### src/design/srcDatapathPkg.sv
package srcDatapathPkg;

    typedef enum logic [2:0] {
        aluAdd       = 3'd0,  // Y + bus
        aluAnd       = 3'd1,
        aluOr        = 3'd2,
        aluIncrement = 3'd3,  // bus + 1, used for PC
        aluPass      = 3'd4   // bus straight through
    } aluOpT;

    localparam int regCount      = 16;  // R0..R15
    localparam int regIndexWidth = $clog2(regCount);

endpackage

### src/design/aluUnit.sv
`timescale 1ns/1ps

module aluUnit #(
    parameter int dataWidth = 32
) (
    input  logic [dataWidth-1:0]  yValue,    // left operand, Y register
    input  logic [dataWidth-1:0]  busValue,  // right operand, the bus
    input  srcDatapathPkg::aluOpT aluOp,
    output logic [dataWidth-1:0]  result     // latched into Z by the top
);
    import srcDatapathPkg::*;

    always_comb begin
        case (aluOp)
            aluAdd: begin
                result = yValue + busValue;  // also forms C(Rb) addresses
            end
            aluAnd: begin
                result = yValue & busValue;
            end
            aluOr: begin
                result = yValue | busValue;
            end
            aluIncrement: begin
                result = busValue + dataWidth'(1);  // PC+1 in fetch
            end
            default: begin
                result = busValue;  // aluPass
            end
        endcase
    end

endmodule

### config.mk
export PLATFORM = sky130hd
export DESIGN_NAME = aluUnit
export DESIGN_NICKNAME = d
export VERILOG_FILES = /design/src/design/srcDatapathPkg.sv /design/src/design/aluUnit.sv
export SDC_FILE = /design/constraint.sdc
export NUM_CORES = 1
export LEC_CHECK = 0
export BUFFER_PORTS_ARGS = -buffer_cell sky130_fd_sc_hd__buf_2
export CORE_ASPECT_RATIO = 1.5
export CORE_MARGIN = 2
export CORE_UTILIZATION = 55
export DETAILED_ROUTE_END_ITERATION = 6
export PLACE_DENSITY = 0.84
export REMOVE_ABC_BUFFERS = 1
export SLEW_MARGIN = 10
export SYNTH_ARGS = -nofsm -noshare
export SYNTH_HDL_FRONTEND = slang
export SYNTH_SLANG_ARGS = --single-unit
### constraint.sdc
create_clock -name vclk -period 7.1
set_input_delay 1.065 -clock vclk [all_inputs]
set_output_delay 1.065 -clock vclk [all_outputs]
set_load 0.01 [all_outputs]
; ---- After elaboration in Yosys (flattened, before gate mapping)
; Cells that the tools add are included.
[word_totals]
ff_bits = 0
word_cells = 9
[op_classes]
add_sub_neg = 2
eq_ne = 3
muxes = 1
n_bitwise = 2
n_reduce_logical = 1
[op_table]
columns = operator, n
row1 = 32-bit one-hot mux with 4 select lines, 1
row2 = 32-bit by 1-bit adder with 32-bit output (second input constant), 1
row3 = 32-bit adder, 1
row4 = 32-bit AND, 1
row5 = 32-bit OR, 1
row6 = 3-bit by 2-bit == test with 1-bit output (second input constant), 2
row7 = 3-bit by 1-bit == test with 1-bit output (second input constant), 1
row8 = 3-bit logical NOT, 1

; ---- Depth between registers and ports, before layout
; Gate-level depths: netlist (run 1).
[logic_depth]
word_depth = 2
ltp_mapped = 17
mapped_depth_nobuf = 16

; ---- Least setup slack after synthesis (run 1)
; No wires, ideal clock.
[synth_path]
path_type = input -> output
from = in aluOp[0]
to = out result[31]
arrival_time_ns = 4.265
slack_ns = 1.770
cell_stages = 16
path_cell_list = clkbuf_1 > inv_2 > nor2_1 > nand2_1 > clkbuf_1 > and2_1 > ha_1 > o21a_1 > o211ai_1 > nor3_1 > a21oi_2 > nor2_2 > nor2_2 > o2111a_1 > a2111oi_2 > nor4_1
[synth_between]
elab_chain_cells = 2
[synth_lines]
columns = item, line
row1 = from (decl), aluUnit.sv:8  ; input srcDatapathPkg::aluOpT aluOp,
row2 = "3-bit by 2-bit == test with 1-bit output, or another cell as far along", aluUnit.sv:14  ; case (aluOp)
row3 = 32-bit one-hot mux with 4 select lines (*), aluUnit.sv:14
row4 = to (decl), aluUnit.sv:9  ; output logic [dataWidth-1:0] result
; Mark *: on every way between the ends. The rest lies on a longest branch, timed or not.

; ---- Worst setup path after layout (run 1)
[layout_path]
from = in aluOp[0]
to = out result[30]
; Same word-level chain as after synthesis.

==> reports/metrics.json, run 1 <==
{
  "final_antenna_net_count": 0,
  "design_internal_power_mw": 0.155,
  "route.detailed.vias_per_inst": 6.59,
  "power_dens_cells_nw_per_um2": 96.8,
  "switching_share_pct": 57.8,
  "wirelength_um": 10600,
  "vias": 4392,
  "slew_violations": 0,
  "cap_violations": 0,
  "clock_power_share_pct": 0,
  "max_slew_margin_vs_limit_pct": 25.9,
  "layout.cell_area.non_filler_um2": 3800,
  "tightest_slew_ns": 1.11,
  "clock_buffer_count": 0,
  "port_buffers": 99,
  "report.final.hold_viol_count": 0,
  "drtIter0Drc": 263,
  "yosysWarningCount": 0,
  "layout.cells.most_common_list": "sky130_fd_sc_hd__buf_2, sky130_fd_sc_hd__a21oi_1, sky130_fd_sc_hd__nor2_1",
  "post-cts-setup-buffer-count": 0,
  "fin_nets": 695,
  "grt_antenna_before_repair": 0,
  "die_height_um": 99.3,
  "timing.hold.worst.class": "in -> out",
  "setup_viol_count_final": 0,
  "critical_path_required_ns": 6.03,
  "status": "completed",
  "synthCells": 526,
  "global_routing_usage_summed_across_all_routing_layers_pct": 31.4,
  "final_sequential_cell_count": 0,
  "pin_count_of_the_biggest_net_entering_global_routing": 55,
  "synth.cell_area_um2": 3330,
  "endpoint_kind": "output port",
  "layout-area-overhead-vs-synth_pct": 14.1,
  "critical_path_launch_point": "aluOp[0]",
  "multiInputGateArea_um2": 3130,
  "first_global_vias": 4028,
  "cp.buffers_inverters": 4,
  "design_power_total_mw": 0.367,
  "hold_buffers": 0,
  "initial_utilization_pct": 57.1,
  "most_frequent_standard_cell_in_the_layout_excluding_fill_and_tap_cells": "sky130_fd_sc_hd__buf_2",
  "power.combinational.fraction_pct": 100.0,
  "setup-tns-final_ns": 0,
  "num-fill-cells": 544,
  "max_stage_delay_ns": 0.71,
  "kind_of_start_point_of_the_critical_path": "input port",
  "drt_pre_antenna_iters": 5,
  "critical_path.top_delay_family": "simple AND/OR/NAND/NOR gates",
  "grt_overflow_total": 0,
  "critical_path_capture_point": "result[30]",
  "drc_errors": 0,
  "synth-seq-area-share_pct": 0,
  "timing.setup.critical_path_class": "in -> out",
  "power_leakage_nw": 1.70,
  "synth_area_per_cell_um2": 6.32,
  "cpMostUsedCell": "sky130_fd_sc_hd__buf_2",
  "die_area_um2": 6700,
  "sequential_cell_area_um2": 0,
  "detailed_place.area_um2": 3800,
  "width_of_the_chip_um": 67.5,
  "timing.final.crit_share_pct": 90.2,
  "critical_path_cell_count": 18,
  "timing.critical_path.fanout_max": 31,
  "crit_chain": "buf_2, inv_2, nor2_1, nand2_1, nand2b_1, ha_1, inv_1, fa_1, nor2b_1, o31a_1, o311a_1, o21ai_2, a211oi_2, nor2_2, o31ai_4, mux2i_1, o2bb2ai_1, buf_2",
  "final_layout_size_suffix_gt1_share_pct": 21.5,
  "cts_repair_resizes": 0,
  "gpl.final_weighted_congestion": 0.983,
  "core_area_um2": 5830,
  "cp_slowest_cell": "sky130_fd_sc_hd__nand2_1",
  "wire_length_of_the_first_global_routing_pass_um": 17400,
  "fmax_ghz": 0.156,
  "route.detailed.wl_per_inst_um": 15.9,
  "antennaDiodeCount": 0,
  "worst-endpoint-arrival_ns": 5.34,
  "grt_setup_unrepaired": "no",
  "share_seq_of_total_power_pct": 0,
  "hpwlAfterDp_um": 7970,
  "period_minus_slack_ns": 6.41,
  "fin_hold_ws_ns": 2.44,
  "p_switching_mw": 0.212,
  "netlist-cell-type-count": 62,
  "max-vdd-ir-drop_mv": 0.0564,
  "top_level_ports": 99,
  "placement_rows": 34
}
-- cell usage after synthesis (12+ instances only) --
cell	instances	area share (%)
sky130_fd_sc_hd__o22ai_1	21	3.9
sky130_fd_sc_hd__xnor2_1	15	3.9
sky130_fd_sc_hd__clkbuf_1	22	2.5
sky130_fd_sc_hd__ha_1	31	12
sky130_fd_sc_hd__o21ai_0	35	5.3
sky130_fd_sc_hd__nand3_1	14	2.1
sky130_fd_sc_hd__nor2_1	57	6.4
sky130_fd_sc_hd__nand2_1	51	5.8
sky130_fd_sc_hd__a21o_1	12	2.7
sky130_fd_sc_hd__a21oi_1	58	8.7
sky130_fd_sc_hd__and2_1	33	6.2
sky130_fd_sc_hd__inv_1	14	1.6
-- per-stage QoR --
step                      setup WS [ns]  instances  utilization, %
after floorplan                    1.76        491               -
after global placement             1.01        666            65.2
after detailed placement          0.747        666            65.2
after CTS                         0.742        666            65.2
after global routing              0.437        666            65.2
final                             0.695        666            65.2
-- kinds of logic (layout without fill, tap and decap cells) --
family	after synthesis	count (layout)	synth area share (%)
XOR/XNOR	26	26	6.84
AO/OA/AOI/OAI	212	212	42.4
multiplexers	17	17	5.42
AND/OR/NAND/NOR	189	189	27.0
adder cells (fa/ha/maj)	32	32	12.3
buffers and inverters	50	118	6.05
-- worst min-delay path: cells and delay by family --
family,cells,cell delay (ns)
buffers and inverters,2,0.22
AND/OR/NAND/NOR,1,0.04
AO/OA/AOI/OAI,1,0.05
-- area by class of cell --
cell class | instances | share of cell area (%)
repair buffers | 103 | 13.8
inverters | 15 | 1.48
multi-input cells | 476 | 82.3
well taps | 72 | 2.37
-- worst min-delay path by stage --
| stage | startpoint | to | slack (ns) | depth (start not counted) |
|---|---|---|---|---|
| after floorplan | aluOp[2] | result[19] | 2.21 | 1 |
| after global placement | busValue[0] | result[0] | 2.45 | 4 |
| after detailed placement | busValue[0] | result[0] | 2.44 | 4 |
| after CTS | busValue[0] | result[0] | 2.44 | 4 |
| after global routing | busValue[0] | result[0] | 2.48 | 4 |
| final | busValue[0] | result[0] | 2.44 | 4 |
-- power groups by stage --
stage	clock network [mW]	logic, mW	registers [mW]
global route	0	0.405	0
detailed placement	0	0.360	0
global placement	0	0.350	0
CTS	0	0.362	0
floorplan	0	0.249	0
finish	0	0.367	0
-- metal layers --
layer  vias up  global-route usage (%)  wire, um
met3        41                    1.24       569
met1      2065                    34.9      3960
met4         0                    12.2       427
li1       2099                       -         -
met5         -                       0         0
met2       187                    59.6      5620
Note: power is estimated with default switching activity, not from simulation.
==> inputs of run 2 (changes only) <==
--- a/config.mk
+++ b/config.mk
@@ -5,12 +5,14 @@
 export SDC_FILE = /design/constraint.sdc
 export NUM_CORES = 1
 export LEC_CHECK = 0
+export ABC_AREA = 1
 export BUFFER_PORTS_ARGS = -buffer_cell sky130_fd_sc_hd__buf_2
+export CAP_MARGIN = 20
 export CORE_ASPECT_RATIO = 1.5
 export CORE_MARGIN = 2
 export CORE_UTILIZATION = 55
 export DETAILED_ROUTE_END_ITERATION = 6
-export PLACE_DENSITY = 0.84
+export PLACE_DENSITY = 0.83
 export REMOVE_ABC_BUFFERS = 1
 export SLEW_MARGIN = 10
 export SYNTH_ARGS = -nofsm -noshare
==> reports/metrics.json, run 2 <==
{
  "cts_repair_resizes": {"value": 0, "change": "unchanged"},
  "critical_path.top_delay_family": "simple AND/OR/NAND/NOR gates",
  "fin_hold_ws": {"value": 2.48, "unit": "ns", "change": "+0.0341 ns"},
  "width_of_the_chip": {"value": 70.0, "unit": "um", "change": "+3.6%"},
  "port_buffers": {"value": 99, "change": "unchanged"},
  "endpoint_kind": "output port",
  "report.final.hold_viol_count": {"value": 0, "change": "unchanged"},
  "layout.cells.most_common_list": "sky130_fd_sc_hd__nand2_1, sky130_fd_sc_hd__inv_1, sky130_fd_sc_hd__buf_2",
  "gpl.final_weighted_congestion": {"value": 0.920, "change": "-6.4%"},
  "layout-area-overhead-vs-synth_pct": 15.3,
  "clock_buffer_count": {"value": 0, "change": "unchanged"},
  "ys_top_cells_by_count": "sky130_fd_sc_hd__nand2_1, sky130_fd_sc_hd__inv_1, sky130_fd_sc_hd__nor2_1, sky130_fd_sc_hd__nand3_1, sky130_fd_sc_hd__ha_1",
  "grt_overflow_total": {"value": 0, "change": "unchanged"},
  "first_global_vias": {"value": 4550, "change": "+13%"},
  "setup-tns-final": {"value": 0, "unit": "ns", "change": "unchanged"},
  "cap_violations": {"value": 0, "change": "unchanged"},
  "setup_viol_count_final": {"value": 0, "change": "unchanged"},
  "slew_violations": {"value": 0, "change": "unchanged"},
  "hpwlAfterDp": {"value": 9940, "unit": "um", "change": "+25%"},
  "drtIter0Drc": {"value": 213, "change": "-19%"},
  "place_ws": {"value": 1.87, "unit": "ns", "change": "+1.12 ns"},
  "global_routing_usage_summed_across_all_routing_layers": {"value": 32.0, "unit": "%", "change": "+0.67 points"},
  "grt_setup_unrepaired": "no",
  "cpMostUsedCell": "sky130_fd_sc_hd__nand3_1",
  "fmax": {"value": 0.189, "unit": "GHz", "change": "+21%"},
  "power_leakage": {"value": 2.60, "unit": "nW", "change": "+52%"},
  "route.detailed.vias_per_inst": {"value": 5.31, "change": "-20%"},
  "post-cts-setup-buffer-count": {"value": 0, "change": "unchanged"},
  "end_of_flow_core_utilization": {"value": 64.7, "unit": "%", "change": "-0.43 points"},
  "final_layout_size_suffix_gt1_share": {"value": 18.6, "unit": "%", "change": "-2.9 points"},
  "postLayoutSetupSlackWorst": {"value": 1.81, "unit": "ns", "change": "+1.11 ns"},
  "cp_slowest_cell": "sky130_fd_sc_hd__inv_1",
  "min_delay_worst_endpoint": "result[0]",
  "netlist-cell-type-count": {"value": 32, "change": "-48%"},
  "yosysWarningCount": {"value": 0, "change": "unchanged"},
  "max_slew_margin_vs_limit": {"value": 52.4, "unit": "%", "change": "+26 points"},
  "status": "completed",
  "critical_path_required": {"value": 6.03, "unit": "ns", "change": "about the same"},
  "worst-endpoint-arrival": {"value": 4.23, "unit": "ns", "change": "-1.11 ns"},
  "sequential_cell_area": {"value": 0, "unit": "um2", "change": "unchanged"},
  "timing.setup.critical_path_class": "in -> out",
  "timing.hold.worst_path_depth": {"value": 4, "change": "unchanged"},
  "core_area": {"value": 6400, "unit": "um2", "change": "+9.7%"},
  "tightest_slew": {"value": 0.714, "unit": "ns", "change": "-0.393 ns"},
  "timing.final.crit_share": {"value": 74.5, "unit": "%", "change": "-16 points"},
  "top_level_ports": {"value": 99, "change": "unchanged"},
  "cp.buffers_inverters": {"value": 6, "change": "+2"},
  "hold_buffers": {"value": 0, "change": "unchanged"},
  "synthCells": {"value": 751, "change": "+43%"},
  "antennaDiodeCount": {"value": 0, "change": "unchanged"},
  "drc_errors": {"value": 0, "change": "unchanged"},
  "hold_path_startpoint": "yValue[0]",
  "final_antenna_net_count": {"value": 0, "change": "unchanged"},
  "kind_of_start_point_of_the_critical_path": "input port",
  "post-synth-top-area-cell": "sky130_fd_sc_hd__nand2_1",
  "drt_pre_antenna_iters": {"value": 5, "change": "unchanged"},
  "timing.hold.worst.class": "in -> out",
  "crit_chain": "buf_2, inv_2, nand3_1, inv_1, or2_2, ha_1, inv_1, fa_1, inv_1, nand3_1, nand3_1, nand3_1, nand3_1, nand2_1, nand2_1, nand2_1, nand3_1, nand4_1, buf_2",
  "final_sequential_cell_count": {"value": 0, "change": "unchanged"},
  "most_frequent_standard_cell_in_the_layout_excluding_fill_and_tap_cells": "sky130_fd_sc_hd__nand2_1",
  "pin_count_of_the_biggest_net_entering_global_routing": {"value": 34, "change": "-38%"},
  "grt_antenna_before_repair": {"value": 0, "change": "unchanged"},
  "synth-seq-area-share": {"value": 0, "unit": "%", "change": "unchanged"},
  "vias": {"value": 4849, "change": "+10%"},
  "wire_length_of_the_first_global_routing_pass": {"value": 19100, "unit": "um", "change": "+10%"},
  "wirelength": {"value": 11900, "unit": "um", "change": "+12%"},
  "netlist_top_cells_area": "sky130_fd_sc_hd__nand2_1, sky130_fd_sc_hd__inv_1, sky130_fd_sc_hd__ha_1",
  "initial_utilization": {"value": 56.1, "unit": "%", "change": "-0.96 points"},
  "placement_rows": {"value": 36, "change": "+5.9%"},
  "fraction_of_post_synthesis_cell_area_in_the_top_cell_type_by_area": {"value": 26.2, "unit": "%", "change": "+15 points"},
  "period_minus_slack": {"value": 5.29, "unit": "ns", "change": "-1.11 ns"},
  "synth.cell_area": {"value": 3590, "unit": "um2", "change": "+7.9%"},
  "die_height": {"value": 103, "unit": "um", "change": "+3.7%"},
  "timing.critical_path.fanout_max": {"value": 33, "change": "+6.5%"},
  "route.detailed.wl_per_inst": {"value": 13.0, "unit": "um", "change": "-18%"},
  "max_stage_delay": {"value": 0.42, "unit": "ns", "change": "-0.29 ns"},
  "max-vdd-ir-drop": {"value": 0.0477, "unit": "mV", "change": "-15%"},
  "synth_area_per_cell": {"value": 4.78, "unit": "um2", "change": "-24%"},
  "die_area": {"value": 7200, "unit": "um2", "change": "+7.5%"},
  "fin_nets": {"value": 939, "change": "+35%"},
  "num-fill-cells": {"value": 665, "change": "+22%"},
  "synth.most_common_cell": "sky130_fd_sc_hd__nand2_1",
  "power_dens_cells": {"value": 83.1, "unit": "nW/um2", "change": "-14%"}
}
run 2: cell types whose count changed in the layout (fill, tap and decap cells not counted), moves of 21 or more:
cell                      previous run  this run
sky130_fd_sc_hd__a21oi_1            58        26
sky130_fd_sc_hd__nand4_1             5        29
sky130_fd_sc_hd__and2_1             33         0
sky130_fd_sc_hd__nand3_1            14        73
sky130_fd_sc_hd__nand2_1            51       251
sky130_fd_sc_hd__o22ai_1            21         0
sky130_fd_sc_hd__inv_1              14       142
run 2: layer usage:
metal | vias up | global-route usage, % | part of all wire [%]
li1 | 2546 | - | -
met2 | 149 | 68.9 | 56
met3 | 35 | 1.37 | 3.5
met1 | 2119 | 30.8 | 36
met5 | - | 0 | 0
met4 | 0 | 13.9 | 3.9
run 2: layout make-up:
cell class                      count  area [um2]  area share, %
Inverter                          158         593           14.3
Multi-Input combinational cell    579        2930           70.9
Timing Repair Buffer              101         518           12.5
Tap cell                           76        95.1           2.30
run 2: cells by family after synthesis:
| logic type | share of synthesized area [%] |
|---|---|
| adders and majority gates | 11.4 |
| xor gates and xnor gates | 0.488 |
| AOI/OAI and AO/OA | 12.2 |
| buffers and inverters | 18.3 |
| and+or+nand+nor | 57.7 |
run 2: power by group:
group | leakage (nW) | switching, mW | internal (mW) | total [mW]
clock | 0 | 0 | 0 | 0
combinational | 2.60 | 0.220 | 0.124 | 0.344
sequential | 0 | 0 | 0 | 0
total | 2.60 | 0.220 | 0.124 | 0.344
run 2: worst max-delay path by stage:
stage	startpoint	to	slack (ns)	depth (start not counted)
2_1_floorplan	aluOp[2]	result[28]	2.75	17
3_3_place_gp	aluOp[2]	result[28]	1.97	19
3_5_place_dp	aluOp[2]	result[20]	1.87	19
4_1_cts	aluOp[2]	result[20]	1.85	19
5_1_grt	aluOp[2]	result[28]	1.47	19
6_report	aluOp[2]	result[20]	1.81	19
run 2: through the flow:
stage / cells / cell area (um2) / power (mW)
floorplan: 737 / 3530 / 0.229
global placement: 913 / 4130 / 0.335
detailed placement: 914 / 4140 / 0.341
CTS: 914 / 4140 / 0.343
global route: 914 / 4140 / 0.388
finish: 914 / 4140 / 0.344
