`src/design/srcDatapathPkg.sv`:
```
package srcDatapathPkg;

    typedef enum logic [2:0] {
        aluAdd       = 3'd0,  // Y + bus
        aluAnd       = 3'd1,
        aluOr        = 3'd2,
        aluIncrement = 3'd3,  // bus + 1, used for PC
        aluPass      = 3'd4   // bus straight through
    } aluOpT;

    localparam int regCount      = 16;  // R0..R15
    localparam int regIndexWidth = $clog2(regCount);

endpackage

```
`src/design/srcIsaPkg.sv`:
```
package srcIsaPkg;

    localparam int instrWidth = 32;  // one word per instruction

    typedef enum logic [4:0] {
        ld    = 5'b00000,  // ld Ra,C(Rb)
        st    = 5'b00010,  // st Ra,C(Rb)
        addi  = 5'b01100,
        andi  = 5'b01101,
        ori   = 5'b01110,
        outOp = 5'b10111,  // out Ra
        nop   = 5'b11010,
        halt  = 5'b11011
    } opcodeT;

    localparam int opcodeMsb = 31;
    localparam int opcodeLsb = 27;
    localparam int raMsb     = 26;  // destination / store source
    localparam int raLsb     = 23;
    localparam int rbMsb     = 22;  // base register
    localparam int rbLsb     = 19;
    localparam int rcMsb     = 18;  // overlaps C, three-register ops only
    localparam int rcLsb     = 15;
    localparam int constMsb  = 18;  // also the sign bit of C
    localparam int constLsb  = 0;
    localparam int constBits = constMsb - constLsb + 1;

endpackage
```
`src/design/controlSequencer.sv`:
```
`timescale 1ns/1ps

module controlSequencer #(
    parameter int memLatency = 2
) (
    input  logic                  clock,
    input  logic                  reset,
    input  srcIsaPkg::opcodeT     opcode,     // straight from IR
    output logic                  pcOut,      // bus sources
    output logic                  zLowOut,
    output logic                  mdrOut,
    output logic                  regOut,
    output logic                  cOut,
    output logic                  pcIn,       // register loads
    output logic                  irIn,
    output logic                  yIn,
    output logic                  zIn,
    output logic                  marIn,
    output logic                  mdrIn,
    output logic                  outPortIn,
    output logic                  regIn,
    output logic                  gra,        // register field selects
    output logic                  grb,
    output logic                  grc,
    output logic                  baOut,
    output logic                  memRead,    // one-cycle pulse
    output logic                  memWrite,
    output srcDatapathPkg::aluOpT aluOp,
    output logic                  halted
);
    import srcIsaPkg::*;
    import srcDatapathPkg::*;

    localparam int waitBits = $clog2(memLatency + 1);

    typedef enum logic [3:0] {
        stepBoot, stepT0, stepT1, stepFetchWait, stepT2, stepT3,
        stepT4, stepT5, stepT6, stepExecWait, stepT7, stepHalt
    } stepT;

    stepT                step;
    stepT                nextStep;
    logic [waitBits-1:0] waitCount;  // steps spent in the current wait
    logic                lastWait;
    logic                memOp;      // ld or st

    assign lastWait = (waitCount == waitBits'(memLatency - 1));
    assign memOp    = (opcode == ld) || (opcode == st);

    always_ff @(posedge clock) begin
        if (reset) begin
            step      <= stepBoot;
            waitCount <= '0;
            halted    <= 1'b0;
        end else begin
            step   <= nextStep;
            halted <= (nextStep == stepHalt);  // lines up with the halt step
            if (nextStep == step && (step == stepFetchWait || step == stepExecWait)) begin
                waitCount <= waitCount + 1'b1;
            end else begin
                waitCount <= '0;
            end
        end
    end

    always_comb begin
        pcOut     = 1'b0;
        zLowOut   = 1'b0;
        mdrOut    = 1'b0;
        regOut    = 1'b0;
        cOut      = 1'b0;
        pcIn      = 1'b0;
        irIn      = 1'b0;
        yIn       = 1'b0;
        zIn       = 1'b0;
        marIn     = 1'b0;
        mdrIn     = 1'b0;
        outPortIn = 1'b0;
        regIn     = 1'b0;
        gra       = 1'b0;
        grb       = 1'b0;
        grc       = 1'b0;  // no three-register ops here
        baOut     = 1'b0;
        memRead   = 1'b0;
        memWrite  = 1'b0;
        aluOp     = aluPass;
        nextStep  = step;
        case (step)
            stepBoot: begin
                nextStep = stepT0;
            end
            stepT0: begin  // MAR <- PC, Z <- PC+1
                pcOut    = 1'b1;
                marIn    = 1'b1;
                aluOp    = aluIncrement;
                zIn      = 1'b1;
                nextStep = stepT1;
            end
            stepT1: begin  // PC <- Z, start instruction read
                zLowOut  = 1'b1;
                pcIn     = 1'b1;
                memRead  = 1'b1;
                nextStep = stepFetchWait;
            end
            stepFetchWait: begin
                nextStep = lastWait ? stepT2 : stepFetchWait;
            end
            stepT2: begin  // IR <- MDR
                mdrOut   = 1'b1;
                irIn     = 1'b1;
                nextStep = stepT3;
            end
            stepT3: begin  // first execute step, IR now valid
                case (opcode)
                    ld, st: begin  // Y <- Rb, R0 as zero
                        grb      = 1'b1;
                        baOut    = 1'b1;
                        regOut   = 1'b1;
                        yIn      = 1'b1;
                        nextStep = stepT4;
                    end
                    addi, andi, ori: begin
                        grb      = 1'b1;
                        regOut   = 1'b1;
                        yIn      = 1'b1;
                        nextStep = stepT4;
                    end
                    outOp: begin
                        gra       = 1'b1;
                        regOut    = 1'b1;
                        outPortIn = 1'b1;
                        nextStep  = stepT0;
                    end
                    halt: begin
                        nextStep = stepHalt;
                    end
                    default: begin  // nop and unused codes
                        nextStep = stepT0;
                    end
                endcase
            end
            stepT4: begin  // Z <- Y op C
                cOut     = 1'b1;
                zIn      = 1'b1;
                aluOp    = (opcode == andi) ? aluAnd : (opcode == ori) ? aluOr : aluAdd;
                nextStep = stepT5;
            end
            stepT5: begin
                zLowOut = 1'b1;
                if (memOp) begin  // effective address to MAR
                    marIn    = 1'b1;
                    nextStep = stepT6;
                end else begin    // immediate result to Ra
                    gra      = 1'b1;
                    regIn    = 1'b1;
                    nextStep = stepT0;
                end
            end
            stepT6: begin
                if (opcode == ld) begin
                    memRead  = 1'b1;
                    nextStep = stepExecWait;
                end else begin  // st, MDR <- Ra
                    gra      = 1'b1;
                    regOut   = 1'b1;
                    mdrIn    = 1'b1;
                    nextStep = stepT7;
                end
            end
            stepExecWait: begin
                nextStep = lastWait ? stepT7 : stepExecWait;
            end
            stepT7: begin
                if (opcode == ld) begin  // Ra <- MDR
                    mdrOut = 1'b1;
                    gra    = 1'b1;
                    regIn  = 1'b1;
                end else begin
                    memWrite = 1'b1;
                end
                nextStep = stepT0;
            end
            default: begin  // stepHalt, left only by reset
                nextStep = stepHalt;
            end
        endcase
    end

    readWriteExclusive: assert property (@(posedge clock) disable iff (reset)
        !(memRead && memWrite))
        else $error("controlSequencer: memRead and memWrite high together");

endmodule

```
`config.mk`:
```
export PLATFORM = sky130hd
export DESIGN_NAME = controlSequencer
export DESIGN_NICKNAME = d
export VERILOG_FILES = /design/src/design/srcDatapathPkg.sv /design/src/design/srcIsaPkg.sv /design/src/design/controlSequencer.sv
export SDC_FILE = /design/constraint.sdc
export NUM_CORES = 1
export LEC_CHECK = 0
export BUFFER_PORTS_ARGS = -buffer_cell sky130_fd_sc_hd__buf_2
export CAP_MARGIN = 20
export CELL_PAD_IN_SITES_DETAIL_PLACEMENT = 1
export CELL_PAD_IN_SITES_GLOBAL_PLACEMENT = 2
export CORE_ASPECT_RATIO = 0.9
export CORE_MARGIN = 1.5
export CORE_UTILIZATION = 22
export DETAILED_ROUTE_END_ITERATION = 7
export GPL_ROUTABILITY_DRIVEN = 0
export PLACE_DENSITY_LB_ADDON = 0.1
export SYNTH_ARGS = -nofsm -noshare
export SYNTH_HDL_FRONTEND = slang
export SYNTH_SLANG_ARGS = --single-unit
```
`constraint.sdc`:
```
create_clock -name clock -period 1.2 [get_ports clock]
set_input_delay 0.06 -clock clock [delete_from_list [all_inputs] [get_ports clock]]
set_output_delay 0.06 -clock clock [all_outputs]
set_load 0.03 [all_outputs]
```
# After elaboration in Yosys (flattened, before gate mapping)
# Index checks and enable logic that the tools add are counted.
# totals
regBits	7
inputBits	7
out_inout_bits	23
wordCells	70
# classes
add_sub_neg	1
eq_ne	19
mux	34
bitwise	1
reduce_logical	12
# ops
cell	n
$pmux W4 S10	1
$mux W1	19
$eq A4 B3 Y1 const B	4
$eq A4 B4 Y1 const B	4
$eq A5 B4 Y1 const B	3
$eq A5 B5 Y1 const B	2
$pmux W1 S2	5
$reduce_or A2 Y1	5
$eq A4 B2 Y1 const B	2
$mux W2	4
$pmux W4 S2	1
$pmux W3 S2	1
$reduce_or A6 Y1	1
$eq A5 B2 Y1 const B	1
$logic_not A5 Y1	1
$reduce_or A5 Y1	1
$eq A4 B1 Y1 const B	1
$eq A4 B4 Y1	1
$logic_not A4 Y1	1
$mux W4	1
$pmux W1 S4	1
$mux W3	1
$add A2 B1 Y2 const B	1
$eq A2 B1 Y1 const B	1
other kinds (3)	4

# Longest topological paths before layout
# Gate-level depths: netlist of the first run.
# depth
word_depth	8
mapped_depth	6
depth_no_buf	6

# Least setup slack after synthesis of the first run
# No wires, ideal clock.
# synth_timing
kind	register to output
startpoint	register step[2]
endpoint	output port regOut
arrival_time_ns	2.039
required_ns	1.140
setup_slack_ns	-0.899
stages_incl_launch_ff	5
path_buffers	1
path_cell_list	dfxtp_1 buf_6 nand4bb_1 nor4_1 nand3b_1
# synth_between
elab_chain_cells	2
elab_cells_between_ends	3
classes_between	eq/ne: 2; mux: 1
# synth_lines
item	line	source
start, declared	controlSequencer.sv:41	stepT step;
start signal, assigned	controlSequencer.sv:52	step <= stepBoot;
start signal, assigned	controlSequencer.sv:56	step <= nextStep;
$eq A4 B4 Y1 or $eq A4 B3 Y1 (tied branches)	controlSequencer.sv:88	case (step)
$pmux W1 S2 (*)	controlSequencer.sv:88	
end, declared	controlSequencer.sv:12	output logic regOut,
# Every way passes the cells marked *; elsewhere a longest branch is shown, timed or not.

# Worst setup path after layout of the first run
# layout_timing
startpoint	register step[1]
endpoint	output port regOut
# The elaborated chain is that of the path after synthesis.

==> run metrics, run 1 <==
PD cells 586.0 nW/µm²; Final Non-Filler Cells 240; top cell type's share of synthesized area 17.89%; Starting Density 23.19%; status finished with violations; # IOs 30; final hold viol count 0; share of cells above drive strength 1 81.12%; CTS tree done; final worst slack -0.3418 ns; die area 3928 µm²; Num CTS Buffers 3; global-route wire length before repair 6251 µm; register area share after synthesis 17.89%; detailed placement HPWL 2476 µm; Fin Setup TNS -5.459 ns; fin area 1998 µm²; maximum vdd drop 0.0005156 V; diode count 0; largest net degree at the start of global routing 8; placed cells 217; Final nets 205; Yosys reg bits 7; synth unique cells 43; failing checks negative setup slack; count leader, synth nor2_1; initial antenna violation count 0; hold path depth 2; arrival time worst endpoint 1.48 ns; Pleak 0.0008400 µW; WL per Instance 19.05 µm; worst path required time 1.14 ns; clock skew 0.0007239 ns; vias 1201; Post-DP Area 1303 µm²; Die W 65.90 µm; crit path kind reg2out; Final Max Slew Viols 0; CP endpoint kind output pin; final setup violation count 27; Hold Startpoint reset; Rows 20; Synth area leaders dfxtp_1 (18%), nor2_1 (7.2%), inv_1 (4.8%); Synth async-reset ratio 0%; drt pass-1 iters 4; clock sinks 7; post-route minimum period 1.542 ns; Post-synth top cells nor2_1 (15), inv_1 (10), nand2_1 (8); Syn Inst Count 112; YS warnings 0; Clock transition at path regs 0.04 ns; worst hold path class in2reg; post-synthesis cell area 783.3 µm²; Max Freq 648.6 MHz; FF-to-FF path depth 6; RSZ-0062 raised after global routing true; CP max FO 5; Tot GR Track Use 21.02%; Critical R2R Launch step[2]; Final Cycle Share 128.5%; Post-synth EDFFs 0; # hold bufs at CTS 0; DRC 0; Die Ht 59.61 µm; syn avg cell area 6.993 µm²; crit start category flop; core area 3378 µm²; Yosys top cell by area dfxtp_1; main flop type after synthesis dfxtp_1; FF-to-FF setup slack -0.26 ns; Layout area overhead 155.1%; vias per std cell 5.004; Port Buffers 28; pre-CTS setup slack -0.2917 ns; reg2reg end step[0]; routed wire length 4573 µm; H-tree depth 1; later-pin clock latency in the skew report 0.23 ns; Max Cap Viol 0; Initial DRC Count 18; root buf cell clkbuf_8; vias in the first global route 1262; syn_nets 120; total power 1171 µW; Min-Delay Endpoint step[1]; ANT nets after route 0; grt ovf 0; Clock Path Buffers 2
## worst max-delay path by stage
stage,startpoint,end,slack [ns],depth (start not counted)
2_1_floorplan,step[2],regOut,-0.31,4
3_3_place_gp,opcode[4],mdrOut,-0.26,6
3_5_place_dp,opcode[4],mdrOut,-0.29,6
4_1_cts,step[3],memRead,-0.31,4
5_1_grt,step[1],regOut,-0.39,5
6_report,step[1],regOut,-0.34,5
## what timing repair did
action                     4_1_cts  5_1_grt
gates resized for setup         90       48
pin swaps                       25       20
buffers inserted                13        9
setup endpoints to repair       28       27
## report_power, final
part	switching, µW	total [µW]	internal (µW)
Sequential	18.1	255	237
Combinational	303	578	275
Clock	108	338	230
## worst max-delay path, cell delays in order, from the launching register on
cell and delay, ns:
dfxtp_4 0.36, buf_6 0.13, nand4bb_4 0.23, nor4_4 0.21, nand3b_1 0.18, buf_6 0.14
## metrics by stage
stage	hold WS, ns	utilization [%]
2_1_floorplan	0.1294	-
3_3_place_gp	0.3171	38.56
3_5_place_dp	0.3184	38.56
4_1_cts	0.07431	52.00
5_1_grt	0.1424	59.15
6_report	0.1410	59.15
## cell families after synthesis
logic type      Yosys count  synth area share, %
compound gates           26                23.64
xor+xnor                  1                1.118
fa+ha+maj                 1                1.597
buf+inv                  19                14.70
flops                     7                17.89
mux                       1                1.278
other cells               1               0.4788
simple gates             56                39.30
## per-layer routing
layer / vias to the layer above / global-route usage (%) / routed length (µm)
met5: - / 0 / 0
met4: 0 / 4.167 / 28
met3: 4 / 2.662 / 110
met2: 31 / 40.26 / 2483
met1: 596 / 25.03 / 1951
li1: 570 / - / -
## final cells by class
class                   count  area (µm²)
multi-input cells          86       899.6
fillers                   394        1380
inverters                  11       46.29
clock buffers               4       45.04
repair buffers             88       795.8
well taps                  44       55.05
flip-flops and latches      7       156.4
## cells in the final DEF (no fill, tap or decap), types with 5 or more instances in the layout
cell / count
buf_4: 43
buf_6: 38
nor2_4: 8
buf_2: 6
inv_2: 5
nor3_2: 5
nor2_1: 5
nand2_1: 5
a21oi_2: 5
## sequential cells by signal (all words and copies together) (netlist names)
| name | cells |
|---|---|
| step | 4 |
| waitCount | 2 |
| halted | 1 |
No activity file was read; power rests on OpenSTA's default activity.
==> inputs of run 2 (changes only) <==
--- a/config.mk
+++ b/config.mk
@@ -7,14 +7,15 @@
 export LEC_CHECK = 0
 export BUFFER_PORTS_ARGS = -buffer_cell sky130_fd_sc_hd__buf_2
 export CAP_MARGIN = 20
-export CELL_PAD_IN_SITES_DETAIL_PLACEMENT = 1
-export CELL_PAD_IN_SITES_GLOBAL_PLACEMENT = 2
+export CELL_PAD_IN_SITES_DETAIL_PLACEMENT = 0
+export CELL_PAD_IN_SITES_GLOBAL_PLACEMENT = 1
 export CORE_ASPECT_RATIO = 0.9
 export CORE_MARGIN = 1.5
-export CORE_UTILIZATION = 22
+export CORE_UTILIZATION = 29
 export DETAILED_ROUTE_END_ITERATION = 7
 export GPL_ROUTABILITY_DRIVEN = 0
 export PLACE_DENSITY_LB_ADDON = 0.1
+export REMOVE_ABC_BUFFERS = 1
 export SYNTH_ARGS = -nofsm -noshare
 export SYNTH_HDL_FRONTEND = slang
 export SYNTH_SLANG_ARGS = --single-unit
==> run 2 against run 1 <==
The flow still finishes with violations (negative setup slack); highest routed layer unchanged; utilization is 12 points higher; clock power down 36%; critical path depth decreased by 1; sequential share of layout area rose by 0.89 points; cell count down 8.8%; critical endpoint is now memRead.
==> run metrics, run 2 (synthesis results as in run 1) <==
status finished with violations; failing checks negative setup slack; most common cell after layout, fill and taps aside buf_4; final setup violation count 25 (-7.4%); DRC 0 (unchanged); root buf cell clkbuf_4; Clock Path Buffers 2 (unchanged); Final Cycle Share 129.5% (+0.97 points); Pleak 0.0007809 µW (-7.0%); crit path kind reg2out; share of cells above drive strength 1 71.20% (-9.9 points); CTS tree done; vias 1139 (-5.2%); routed wire length 3117 µm (-32%); final worst slack -0.3534 ns (-0.01159 ns); Largest Register step; CP max FO 6 (+1); Post-DP Area 1177 µm² (-9.6%); Max Freq 643.7 MHz (-0.75%); FF-to-FF setup slack -0.19 ns (+0.07 ns); Clock transition at path regs 0.05 ns (about the same); PD cells 532.8 nW/µm² (-9.1%); detailed placement HPWL 1953 µm (-21%); final hold viol count 0 (unchanged); Final Non-Filler Cells 219 (-8.8%); Port Buffers 28 (unchanged); later-pin clock latency in the skew report 0.25 ns (+0.02 ns); core area 2510 µm² (-26%); pre-CTS setup slack -0.3095 ns (-0.01782 ns); Finished Core Util 70.94% (+12 points); post-route minimum period 1.553 ns (+0.01159 ns); worst hold path class in2reg; Initial DRC Count 24 (+6); initial antenna violation count 0 (unchanged); fin area 1780 µm² (-11%); Max Cap Viol 0 (unchanged); ANT nets after route 0 (unchanged); Rows 17 (-15%); Layout area overhead 127.3%; CP endpoint kind output pin; Starting Density 31.21% (+8.0 points); arrival time worst endpoint 1.49 ns (about the same); H-tree depth 1 (unchanged); drt pass-1 iters 4 (unchanged); worst path required time 1.14 ns (about the same); largest net degree at the start of global routing 9 (+1); clock sinks 7 (unchanged); # IOs 30 (unchanged); vias per std cell 5.201 (+3.9%); max FFs per register 4 (unchanged); RSZ-0062 raised after global routing true; Die Ht 52.31 µm (-12%); WL per Instance 14.23 µm (-25%); # hold bufs at CTS 0 (unchanged); clock skew 0.003220 ns (+0.002496 ns); Tot GR Track Use 21.41% (+0.39 points); Final Max Slew Viols 0 (unchanged); die area 3022 µm² (-23%); Num CTS Buffers 3 (unchanged); Top Registers step (4), waitCount (2), halted (1); total power 948.6 µW (-19%); placed cells 199 (-8.3%); Die W 57.78 µm (-12%); Final nets 200 (-2.4%); global-route wire length before repair 5016 µm (-20%); diode count 0 (unchanged); grt ovf 0 (unchanged); most frequent cells in the layout buf_4 (47), buf_6 (28), nor2_1 (8), nand2_1 (7), buf_2 (7); maximum vdd drop 0.0003320 V (-36%); vias in the first global route 1093 (-13%); crit start category flop
run 2: worst paths after layout:
| path | from | end | depth (start not counted) |
|---|---|---|---|
| max reg2reg | step[2] | step[0] | 6 |
| min | reset | halted | 2 |
| min reg2reg | waitCount[0] | waitCount[0] | 2 |
| max | step[1] | memRead | 4 |
run 2: where the power goes:
group | switching [µW] | internal [µW] | leakage (µW)
registers | 15.3 | 236 | 0.0000597
logic | 259 | 223 | 0.000706
clock network | 87.8 | 127 | 0.0000150
total | 362 | 586 | 0.000781
run 2: final cells by class:
type	count	area, µm²
Multi-Input combinational cell	86	807.0
Fill cell	193	729.5
Timing Repair Buffer	83	708.2
Sequential cell	7	155.1
Inverter	11	48.80
Tap cell	28	35.03
Clock buffer	4	26.28
run 2: worst max-delay path: stages, from the launching register on:
cell and delay (ns):
dfxtp_4 0.36, buf_6 0.13, or3_1 0.38, a211oi_2 0.18, buf_4 0.19
run 2: metal layers:
| layer | GRT usage, % | routed length [µm] | share of wire, % | vias to the layer above |
|---|---|---|---|---|
| li1 | - | - | - | 566 |
| met1 | 26.67 | 1361 | 44 | 543 |
| met2 | 39.58 | 1599 | 51 | 26 |
| met3 | 2.963 | 126 | 4.0 | 4 |
| met4 | 3.488 | 30 | 0.96 | 0 |
| met5 | 0 | 0 | 0 | - |
run 2: timing repair:
action,CTS,global route
endpoints found under the setup margin,28,28
pin swaps,20,16
buffers inserted,16,4
resized for setup,102,21
run 2: through the flow:
stage	TNS (ns)	hold slack, ns
after floorplan	-9.811	0.1294
after global placement	-4.179	0.3124
after detailed placement	-4.724	0.3183
after CTS	-4.881	0.04464
after global routing	-6.958	0.05580
final	-5.422	0.03881
