`src/design/srcDatapathPkg.sv`:
```
package srcDatapathPkg;

    typedef enum logic [2:0] {
        aluAdd       = 3'd0,  // Y + bus
        aluAnd       = 3'd1,
        aluOr        = 3'd2,
        aluIncrement = 3'd3,  // bus + 1, used for PC
        aluPass      = 3'd4   // bus straight through
    } aluOpT;

    localparam int regCount      = 16;  // R0..R15
    localparam int regIndexWidth = $clog2(regCount);

endpackage

```
`src/design/srcIsaPkg.sv`:
```
package srcIsaPkg;

    localparam int instrWidth = 32;  // one word per instruction

    typedef enum logic [4:0] {
        ld    = 5'b00000,  // ld Ra,C(Rb)
        st    = 5'b00010,  // st Ra,C(Rb)
        addi  = 5'b01100,
        andi  = 5'b01101,
        ori   = 5'b01110,
        outOp = 5'b10111,  // out Ra
        nop   = 5'b11010,
        halt  = 5'b11011
    } opcodeT;

    localparam int opcodeMsb = 31;
    localparam int opcodeLsb = 27;
    localparam int raMsb     = 26;  // destination / store source
    localparam int raLsb     = 23;
    localparam int rbMsb     = 22;  // base register
    localparam int rbLsb     = 19;
    localparam int rcMsb     = 18;  // overlaps C, three-register ops only
    localparam int rcLsb     = 15;
    localparam int constMsb  = 18;  // also the sign bit of C
    localparam int constLsb  = 0;
    localparam int constBits = constMsb - constLsb + 1;

endpackage
```
`src/design/registerFile.sv`:
```
`timescale 1ns/1ps

module registerFile #(
    parameter int dataWidth = 32
) (
    input  logic                             clock,
    input  logic                             reset,
    input  logic [srcIsaPkg::instrWidth-1:0] instruction,  // IR contents
    input  logic                             gra,          // pick Ra field
    input  logic                             grb,          // pick Rb field
    input  logic                             grc,          // pick Rc field
    input  logic                             baOut,        // base-address read
    input  logic                             regIn,        // write bus to selected reg
    input  logic [dataWidth-1:0]             busIn,
    output logic [dataWidth-1:0]             regData
);
    import srcIsaPkg::*;
    import srcDatapathPkg::*;

    logic [dataWidth-1:0]     regs [regCount];
    logic [regIndexWidth-1:0] select;

    always_comb begin
        select = '0;
        if (gra) begin
            select = instruction[raMsb:raLsb];
        end else if (grb) begin
            select = instruction[rbMsb:rbLsb];
        end else if (grc) begin
            select = instruction[rcMsb:rcLsb];
        end
    end

    // R0 as a base gives absolute addressing
    assign regData = (baOut && select == '0) ? '0 : regs[select];

    always_ff @(posedge clock) begin
        if (reset) begin
            for (int i = 0; i < regCount; i++) begin
                regs[i] <= '0;  // a rerun starts from clean registers
            end
        end else if (regIn) begin
            regs[select] <= busIn;
        end
    end

    singleFieldSelect: assert property (@(posedge clock) disable iff (reset)
        $onehot0({gra, grb, grc}))
        else $error("registerFile: more than one register field selected");

endmodule

```
`config.mk`:
```
export PLATFORM = sky130hd
export DESIGN_NAME = registerFile
export DESIGN_NICKNAME = d
export VERILOG_FILES = /design/src/design/srcDatapathPkg.sv /design/src/design/srcIsaPkg.sv /design/src/design/registerFile.sv
export SDC_FILE = /design/constraint.sdc
export NUM_CORES = 1
export LEC_CHECK = 0
export ABC_AREA = 1
export BUFFER_PORTS_ARGS = -buffer_cell sky130_fd_sc_hd__buf_2
export CORE_MARGIN = 4
export CORE_UTILIZATION = 62
export CTS_CLUSTER_SIZE = 8
export DETAILED_ROUTE_END_ITERATION = 8
export PLACE_DENSITY = 0.8
export SKIP_CTS_REPAIR_TIMING = 1
export SLEW_MARGIN = 10
export SYNTH_ARGS = -nofsm -noshare
export SYNTH_HDL_FRONTEND = slang
export SYNTH_SLANG_ARGS = --single-unit
```
`constraint.sdc`:
```
create_clock -name clock -period 2.9 [get_ports clock]
set_clock_uncertainty 0.05 [all_clocks]
set_input_delay 0 -clock clock [delete_from_list [all_inputs] [get_ports clock]]
set_output_delay 0 -clock clock [all_outputs]
set_load 0.05 [all_outputs]
```
* Yosys cells after proc, flatten, opt, wreduce, memory -nomap -nowiden
Memories as Yosys holds them, arrays and structs flattened.
Index checks and enable logic that the tools add are counted.
** Cells by class
- Reduce and logical (&&, ||, !) cells :: 3
- Mux-type cells :: 12
** Operators by type and width (number)
- $mux W32 :: 2
- $reduce_or A32 Y1 :: 1
- $mux W4 :: 4
- $mux W1 :: 6
- $logic_not A4 Y1 :: 1
- $logic_and A1 B1 Y1 :: 1
** Word-level totals
- Register bits after elaboration :: 0
- Memory bits (writable) :: 512
- Bits of input ports :: 71
- Memories kept :: 1
** Memory list
- regs :: words 16, bits a word 32, read ports 1, clocked after Yosys merged registers in 0, wr ports 16, line registerFile.sv:20 : logic [dataWidth-1:0] regs [regCount];

* Longest topological paths before layout
Gate-level depths: netlist of the first run.
- Depth after elaboration :: 6
- Mapped depth :: 14
- Mapped depth without buffers :: 12

* Worst setup path before layout of the first run
OpenSTA, ideal clock, no wires.
- Path type :: in2reg
- Start point :: input port gra
- End point :: memory regs[4][0] (enable)
- Arrival :: 1.948 ns
- Stages on the path :: 11
- Data required time :: 2.461 ns
- Path slack :: 0.512 ns
- Cell sequence :: inv_2 -> or2_1 -> buf_2 -> nand2_1 -> buf_6 -> buf_6 -> nand2_4 -> nor2_4 -> nand2_1 -> buf_2 -> nand2_1
** RTL lines
- start, declared :: line registerFile.sv:9 : input logic gra,
- end, declared :: line registerFile.sv:20

* Worst setup path in the final report of the first run
- Start point :: input port gra
- End point :: output port regData[16]
** On the way
- Cells in the longest elaborated chain, start to end :: 4
- Elaborated cells on any way between the ends :: 5
- Classes of those cells :: 2 x mux; 2 x reduce/logical; 1 x memory
** Ends and longest elaborated chain
- $mux W4 (*) :: line registerFile.sv:25 : if (gra) begin
- parallel branches: the longest is 2 deep, another holds $mem_v2 Z16 W32
- $mux W32 (*) :: line registerFile.sv:35 : assign regData = (baOut && select == '0) ? '0 : regs[select];
- end, declared :: line registerFile.sv:15 : output logic [dataWidth-1:0] regData
Every way passes the cells marked *.

==> metrics.json, run 1 <==
{
  "synthDistinctLibCells": {"value": 23},
  "timing_worst_slew_pin_value": {"value": 0.835, "unit": "ns"},
  "tritoncts": {"value": "yes"},
  "critical_path.startpoint_type": {"value": "input port"},
  "final_max_slew_viol_count": {"value": 0},
  "report.final.hold_viol_count": {"value": 22},
  "fp.dieH": {"value": 205, "unit": "um"},
  "critical_path_fanout_max": {"value": 36},
  "switching_power_as_a_share_of_total_power": {"value": 0.260},
  "power.switching": {"value": 0.00485, "unit": "W"},
  "ctsLongestPathBuffers": {"value": 3},
  "io_pins": {"value": 103},
  "finalWeightedCongestion": {"value": 0.937},
  "layout.area.seq": {"value": 15400, "unit": "um2"},
  "crit_type": {"value": "in -> out"},
  "grt_max_degree": {"value": 94},
  "run_status": {"value": "finished with violations"},
  "cts_inserted_buffers": {"value": 73},
  "worstHoldStart": {"value": "busIn[8]"},
  "dieWidth": {"value": 205, "unit": "um"},
  "drt_drc_violations_left": {"value": 0},
  "maxClockFrequency": {"value": 0.419, "unit": "GHz"},
  "worst_ir_drop_vdd": {"value": 0.392, "unit": "mV"},
  "number_of_flip_flops_and_latches_in_the_synthesized_netlist": {"value": 512},
  "share_seq_of_total_power": {"value": 0.468},
  "largest_register_ffs": {"value": 512},
  "grt_antenna_before_repair": {"value": 0},
  "area.growth.synth_to_final": {"value": 12.5, "unit": "%"},
  "top_regs": {"value": "regs (512)"},
  "cts.clk_slew.worst_paths": {"value": 0.04, "unit": "ns"},
  "place.port_buffers": {"value": 82},
  "worst_hold_slack": {"value": -0.0239, "unit": "ns"},
  "timing.hold.worst.class": {"value": "in -> reg"},
  "worstSetupStartpoint": {"value": "gra"},
  "finalWorstSetupSlack": {"value": 0.514, "unit": "ns"},
  "relSlewSlack": {"value": 0.443},
  "place_worst_setup_slack": {"value": 0.546, "unit": "ns"},
  "cts_sinks": {"value": 512},
  "global_route_wire_length_before_repair": {"value": 101, "unit": "mm"},
  "cellLeakagePower": {"value": 11.9, "unit": "nW"},
  "crit_path_end": {"value": "regData[16]"},
  "cts.htree.levels": {"value": 3},
  "drv_cap": {"value": 0},
  "buffer_type_at_the_clock_tree_root": {"value": "sky130_fd_sc_hd__clkbuf_16"},
  "firstDrtPassIters": {"value": 8},
  "grtUsageTotal": {"value": 0.314},
  "most-common-layout-cells": {"value": "sky130_fd_sc_hd__nor2_1 (796), sky130_fd_sc_hd__nand2_1 (705), sky130_fd_sc_hd__edfxtp_1 (512), sky130_fd_sc_hd__inv_1 (221), sky130_fd_sc_hd__o21ai_0 (157)"},
  "timing.critical_path.arrival": {"value": 2.34, "unit": "ns"},
  "synth_area": {"value": 24000, "unit": "um2"},
  "setup.worst_path.end_class": {"value": "primary output"},
  "placeableCoreArea": {"value": 37900, "unit": "um2"},
  "core.rowCount": {"value": 71},
  "final.period_utilization": {"value": 0.823},
  "nets": {"value": 2806},
  "postSynthNetCount": {"value": 2760},
  "number_of_violations_reported_at_the_end_of_detailed_routing_iteration_0": {"value": 2575},
  "drive_above_1_share": {"value": 0.0968},
  "cp.required": {"value": 2.85, "unit": "ns"},
  "wirelength": {"value": 65.9, "unit": "mm"},
  "detail_route.vias_per_cell": {"value": 5.84},
  "grt_pass1_vias": {"value": 18800},
  "num-fill-cells": {"value": 2588},
  "final_hpwl_from_detailed_placement": {"value": 37.2, "unit": "mm"},
  "power_density": {"value": 690, "unit": "nW/um2"},
  "finalSetupTns": {"value": 0, "unit": "ns"},
  "global_route.overflow_total": {"value": 0},
  "internal_power": {"value": 0.0138, "unit": "W"},
  "synth.yosys.seq_area_share": {"value": 0.640},
  "top_register": {"value": "regs"},
  "multi_input_area": {"value": 7090, "unit": "um2"},
  "syn_area_per_cell": {"value": 8.94, "unit": "um2"},
  "die_area": {"value": 42000, "unit": "um2"},
  "yosysWarnings": {"value": 0},
  "failing_checks": {"value": "hold timing"},
  "drt.antenna.violating_nets": {"value": 0},
  "initial_utilization": {"value": 0.634},
  "worst_hold_path.num_cells": {"value": 3},
  "share_comb_of_total_power": {"value": 0.132},
  "layout_commonest_cell": {"value": "sky130_fd_sc_hd__nor2_1"},
  "antennaDiodeCount": {"value": 0},
  "power.clock.fraction": {"value": 0.400},
  "minimum_clock_period_after_layout": {"value": 2.39, "unit": "ns"},
  "rsz_0062_raised_after_global_routing": {"value": "no"},
  "route.detailed.wl_per_inst": {"value": 20.3, "unit": "um"},
  "synthesis.instances": {"value": 2689},
  "num_vias": {"value": 19000},
  "setup-violations-final": {"value": 0}
}
==> worst min-delay path by stage <==
stage | end | slack [ns]
after global routing | regs[4][8] | 0.02
final | regs[5][8] | -0.02
after floorplan | regs[12][0] | 0.23
after detailed placement | regs[5][8] | 0.54
after global placement | regs[5][8] | 0.54
after CTS | regs[5][8] | -0.05
==> stage by stage <==
step / instances / instance area [um2] / hold WS, ns / total power [W] / util
3_3_place_gp: 3171 / 25100 / 0.535 / 0.0112 / 0.662
3_5_place_dp: 3171 / 25100 / 0.543 / 0.0113 / 0.662
2_1_floorplan: 2689 / 24000 / 0.226 / 0.0105 / -
6_report: 3250 / 27100 / -0.0239 / 0.0187 / 0.713
5_1_grt: 3250 / 27100 / 0.0170 / 0.0193 / 0.713
4_1_cts: 3250 / 27100 / -0.0516 / 0.0187 / 0.713
==> cell type report <==
cell class,instances,share of cell area
tap,511,0.0236
clock inverter,2,0.000647
clock buffer,77,0.0712
timing repair buffer,151,0.0426
multi-input combinational,1770,0.262
inverter,227,0.0316
sequential,512,0.568
==> logic make-up (layout without fill, tap and decap cells) <==
kind of cell / Yosys count / after routing / synth area share
buf+inv: 407 / 457 / 0.0687
simple gates: 1580 / 1580 / 0.252
flops: 512 / 512 / 0.640
compound gates: 190 / 190 / 0.0398
==> Yosys cell counts (all sizes together) <==
cell / instances / area, um2
a21oi: 1 / 5.00
a31oi: 2 / 12.5
buf: 65 / 368
clkbuf: 115 / 432
clkinv: 1 / 3.75
edfxtp: 512 / 15400
inv: 226 / 848
nand2: 727 / 2750
nand3: 48 / 240
nor2: 801 / 3040
nor3: 3 / 25.0
o21ai: 187 / 940
or2: 1 / 6.26
==> metal layers <==
layer / global-route usage / vias to the layer above / share of wire
met4: 0.146 / 0 / 0.043
met2: 0.514 / 1284 / 0.48
met5: 0 / - / 0
met3: 0.0716 / 222 / 0.13
met1: 0.404 / 8923 / 0.35
li1: - / 8549 / -
==> critical path: stages <==
cell and delay, ns:
sky130_fd_sc_hd__buf_2 0.12, sky130_fd_sc_hd__inv_2 0.13, sky130_fd_sc_hd__nand3_1 0.30, sky130_fd_sc_hd__nand2_8 0.35, sky130_fd_sc_hd__buf_4 0.30, sky130_fd_sc_hd__nor2_1 0.07
sky130_fd_sc_hd__o21ai_0 0.26, sky130_fd_sc_hd__nand2_1 0.10, sky130_fd_sc_hd__nand2_1 0.10, sky130_fd_sc_hd__nand2_1 0.11, sky130_fd_sc_hd__nor2_1 0.18, sky130_fd_sc_hd__buf_2 0.29
==> power groups by stage <==
stage | clock network, W | logic (W) | registers (W)
after detailed placement | 0 | 0.00239 | 0.00886
after global routing | 0.00784 | 0.00265 | 0.00877
final | 0.00747 | 0.00246 | 0.00874
after floorplan | 0 | 0.00162 | 0.00884
after global placement | 0 | 0.00234 | 0.00884
after CTS | 0.00751 | 0.00242 | 0.00874
Note: power is estimated with default switching activity, not from simulation.
==> run 2: changes to the inputs <==
Settings changed: CORE_UTILIZATION 62 to 56, PLACE_DENSITY 0.8 to 0.76.
Clock period 2.9 ns to 2.1 ns, I/O delays scaled along.
==> metrics.json, run 2 (synthesis results as in run 1) <==
{
  "placeableCoreArea": {"value": 42200, "unit": "um2", "change": "was 37,900 um2"},
  "antennaDiodeCount": {"value": 0, "change": "unchanged"},
  "cts_inserted_buffers": {"value": 73, "change": "unchanged"},
  "grtUsageTotal": {"value": 0.297, "change": "was 0.314"},
  "failing_checks": {"value": "hold timing", "change": "unchanged"},
  "minimum_clock_period_after_layout": {"value": 2.05, "unit": "ns"},
  "dieWidth": {"value": 215, "unit": "um", "change": "was 205 um"},
  "initial_utilization": {"value": 0.569, "change": "was 0.634"},
  "cts.clk_slew.worst_paths": {"value": 0.05, "unit": "ns", "change": "was 0.04 ns"},
  "global_route.overflow_total": {"value": 0, "change": "unchanged"},
  "worst-path-buf-inv": {"value": 4, "change": "unchanged"},
  "critical-path-slowest-cell": {"value": "sky130_fd_sc_hd__o21ai_0", "change": "was sky130_fd_sc_hd__nand2_8"},
  "maxClockFrequency": {"value": 0.488, "unit": "GHz"},
  "cellLeakagePower": {"value": 12.4, "unit": "nW", "change": "was 11.9 nW"},
  "relSlewSlack": {"value": 0.539, "change": "was 0.443"},
  "detail_route.vias_per_cell": {"value": 5.73, "change": "was 5.84"},
  "critical_path_fanout_max": {"value": 16, "change": "was 36"},
  "firstDrtPassIters": {"value": 6, "change": "was 8"},
  "cp.required": {"value": 2.05, "unit": "ns", "change": "was 2.85 ns"},
  "timing_worst_slew_pin_value": {"value": 0.691, "unit": "ns", "change": "was 0.835 ns"},
  "final_max_slew_viol_count": {"value": 0, "change": "unchanged"},
  "finalCoreUtilization": {"value": 0.665, "change": "was 0.713"},
  "global_route_wire_length_before_repair": {"value": 105, "unit": "mm", "change": "was 101 mm"},
  "tritoncts": {"value": "yes", "change": "unchanged"},
  "finalWeightedCongestion": {"value": 0.877, "change": "was 0.937"},
  "number_of_violations_reported_at_the_end_of_detailed_routing_iteration_0": {"value": 2583, "change": "was 2,575"},
  "route.detailed.wl_per_inst": {"value": 21.1, "unit": "um", "change": "was 20.3 um"},
  "critical_path.startpoint_type": {"value": "input port", "change": "unchanged"},
  "timing.hold.worst.class": {"value": "in -> reg", "change": "unchanged"},
  "cts.htree.levels": {"value": 3, "change": "unchanged"},
  "crit_type": {"value": "in -> out", "change": "unchanged"},
  "place.port_buffers": {"value": 82, "change": "unchanged"},
  "worst_hold_slack": {"value": -0.0331, "unit": "ns", "change": "was -0.0239 ns"},
  "report.final.hold_viol_count": {"value": 58, "change": "was 22"},
  "area.growth.synth_to_final": {"value": 16.8, "unit": "%", "change": "was 12.5%"},
  "layout_commonest_cell": {"value": "sky130_fd_sc_hd__nor2_1", "change": "unchanged"},
  "fp.dieH": {"value": 215, "unit": "um", "change": "was 205 um"},
  "die_area": {"value": 46300, "unit": "um2", "change": "was 42,000 um2"},
  "final_hpwl_from_detailed_placement": {"value": 40.8, "unit": "mm", "change": "was 37.2 mm"},
  "core.rowCount": {"value": 75, "change": "was 71"},
  "grt_max_degree": {"value": 71, "change": "was 94"},
  "io_pins": {"value": 103, "change": "unchanged"},
  "wirelength": {"value": 70.4, "unit": "mm", "change": "was 65.9 mm"},
  "critical_path_cell_by_cell": {"value": "buf_2 -> inv_2 -> nand2_1 -> nand3_4 -> nand2_4 -> buf_4 -> nor2_1 -> o21ai_0 -> nand2_1 -> nand2_1 -> nand2_1 -> nor2_1 -> buf_2", "change": "was buf_2 -> inv_2 -> nand3_1 -> nand2_8 -> buf_4 -> nor2_1 -> o21ai_0 -> nand2_1 -> nand2_1 -> nand2_1 -> nor2_1 -> buf_2"},
  "drive_above_1_share": {"value": 0.118, "change": "was 0.0968"},
  "finalWorstSetupSlack": {"value": 0.0511, "unit": "ns", "change": "was 0.514 ns"},
  "timing.critical_path.arrival": {"value": 2.00, "unit": "ns", "change": "was 2.34 ns"},
  "cell_with_the_most_instances_on_the_worst_path": {"value": "sky130_fd_sc_hd__nand2_1", "change": "unchanged"},
  "top_register": {"value": "regs", "change": "unchanged"},
  "critical_path.top_delay_family": {"value": "simple AND/OR/NAND/NOR gates", "change": "unchanged"},
  "grt_pass1_vias": {"value": 18900, "change": "was 18,800"},
  "power_density": {"value": 928, "unit": "nW/um2", "change": "was 690 nW/um2"},
  "largest_register_ffs": {"value": 512, "change": "unchanged"},
  "buffer_type_at_the_clock_tree_root": {"value": "sky130_fd_sc_hd__clkbuf_16", "change": "unchanged"},
  "most-common-layout-cells": {"value": "sky130_fd_sc_hd__nor2_1 (787), sky130_fd_sc_hd__nand2_1 (704), sky130_fd_sc_hd__edfxtp_1 (512), sky130_fd_sc_hd__inv_1 (221), sky130_fd_sc_hd__o21ai_0 (155)", "change": "was sky130_fd_sc_hd__nor2_1 (796), sky130_fd_sc_hd__nand2_1 (705), sky130_fd_sc_hd__edfxtp_1 (512), sky130_fd_sc_hd__inv_1 (221), sky130_fd_sc_hd__o21ai_0 (157)"},
  "final.period_utilization": {"value": 0.976},
  "top_regs": {"value": "regs (512)", "change": "unchanged"},
  "cts_sinks": {"value": 512, "change": "unchanged"},
  "run_status": {"value": "finished with violations", "change": "unchanged"},
  "drt.antenna.violating_nets": {"value": 0, "change": "unchanged"},
  "critical_path.max_stage_delay": {"value": 0.29, "unit": "ns", "change": "was 0.35 ns"},
  "drv_cap": {"value": 0, "change": "unchanged"},
  "grt_antenna_before_repair": {"value": 0, "change": "unchanged"},
  "nets": {"value": 2866, "change": "was 2,806"},
  "drt_drc_violations_left": {"value": 0, "change": "unchanged"},
  "num_vias": {"value": 19100, "change": "was 19,000"},
  "worst_ir_drop_vdd": {"value": 0.542, "unit": "mV", "change": "was 0.392 mV"},
  "ctsLongestPathBuffers": {"value": 3, "change": "unchanged"},
  "setup.worst_path.end_class": {"value": "primary output", "change": "unchanged"},
  "setup-violations-final": {"value": 0, "change": "unchanged"},
  "place_worst_setup_slack": {"value": -0.0100, "unit": "ns", "change": "was 0.546 ns"}
}
==> run 2: changes by cell type in the layout (fill, tap and decap cells not counted), sizes merged <==
cell | previous run | this run
buf | 151 | 194
clkbuf | 77 | 83
clkinv | 1 | 2
dlygate4sd3 | 0 | 6
nand2 | 727 | 729
==> run 2: power breakdown <==
| group | switching [W] | leakage (nW) | internal (W) |
|---|---|---|---|
| Clock | 0.00402 | 0.928 | 0.00616 |
| Sequential | 0.000170 | 4.88 | 0.0119 |
| Combinational | 0.00269 | 6.56 | 0.00112 |
| Total | 0.00688 | 12.4 | 0.0192 |
==> run 2: final cells by class <==
| class | instances | area, um2 |
|---|---|---|
| flip-flops and latches | 512 | 15400 |
| well taps | 539 | 674 |
| multi-input cells | 1772 | 7160 |
| fillers | 3050 | 14200 |
| inverters | 227 | 855 |
| clock buffers | 74 | 1850 |
| repair buffers | 209 | 2120 |
| clock inverters | 3 | 33.8 |
==> run 2: metal layers <==
| layer | GRT usage | vias up | share of wire |
|---|---|---|---|
| li1 | - | 8675 | - |
| met1 | 0.375 | 8922 | 0.36 |
| met5 | 0 | - | 0 |
| met3 | 0.0599 | 263 | 0.11 |
| met2 | 0.480 | 1257 | 0.47 |
| met4 | 0.168 | 0 | 0.058 |
==> run 2: final timing paths <==
check	slack [ns]	startpoint	end	cells past startpoint
setup / recovery	0.05	grb	regData[26]	13
hold / removal	-0.03	busIn[11]	regs[15][11]	3
==> run 2: metrics by stage <==
stage | area (um2) | setup TNS [ns] | hold WS [ns] | total power [W] | instances
after global routing | 28100 | -0.0974 | 0.000290 | 0.0269 | 3336
after detailed placement | 25900 | -0.0100 | 0.510 | 0.0158 | 3247
after global placement | 25900 | 0 | 0.495 | 0.0157 | 3247
after CTS | 27800 | -0.0266 | -0.0794 | 0.0259 | 3324
after floorplan | 24100 | 0 | 0.226 | 0.0144 | 2689
final | 28100 | 0 | -0.0331 | 0.0261 | 3336
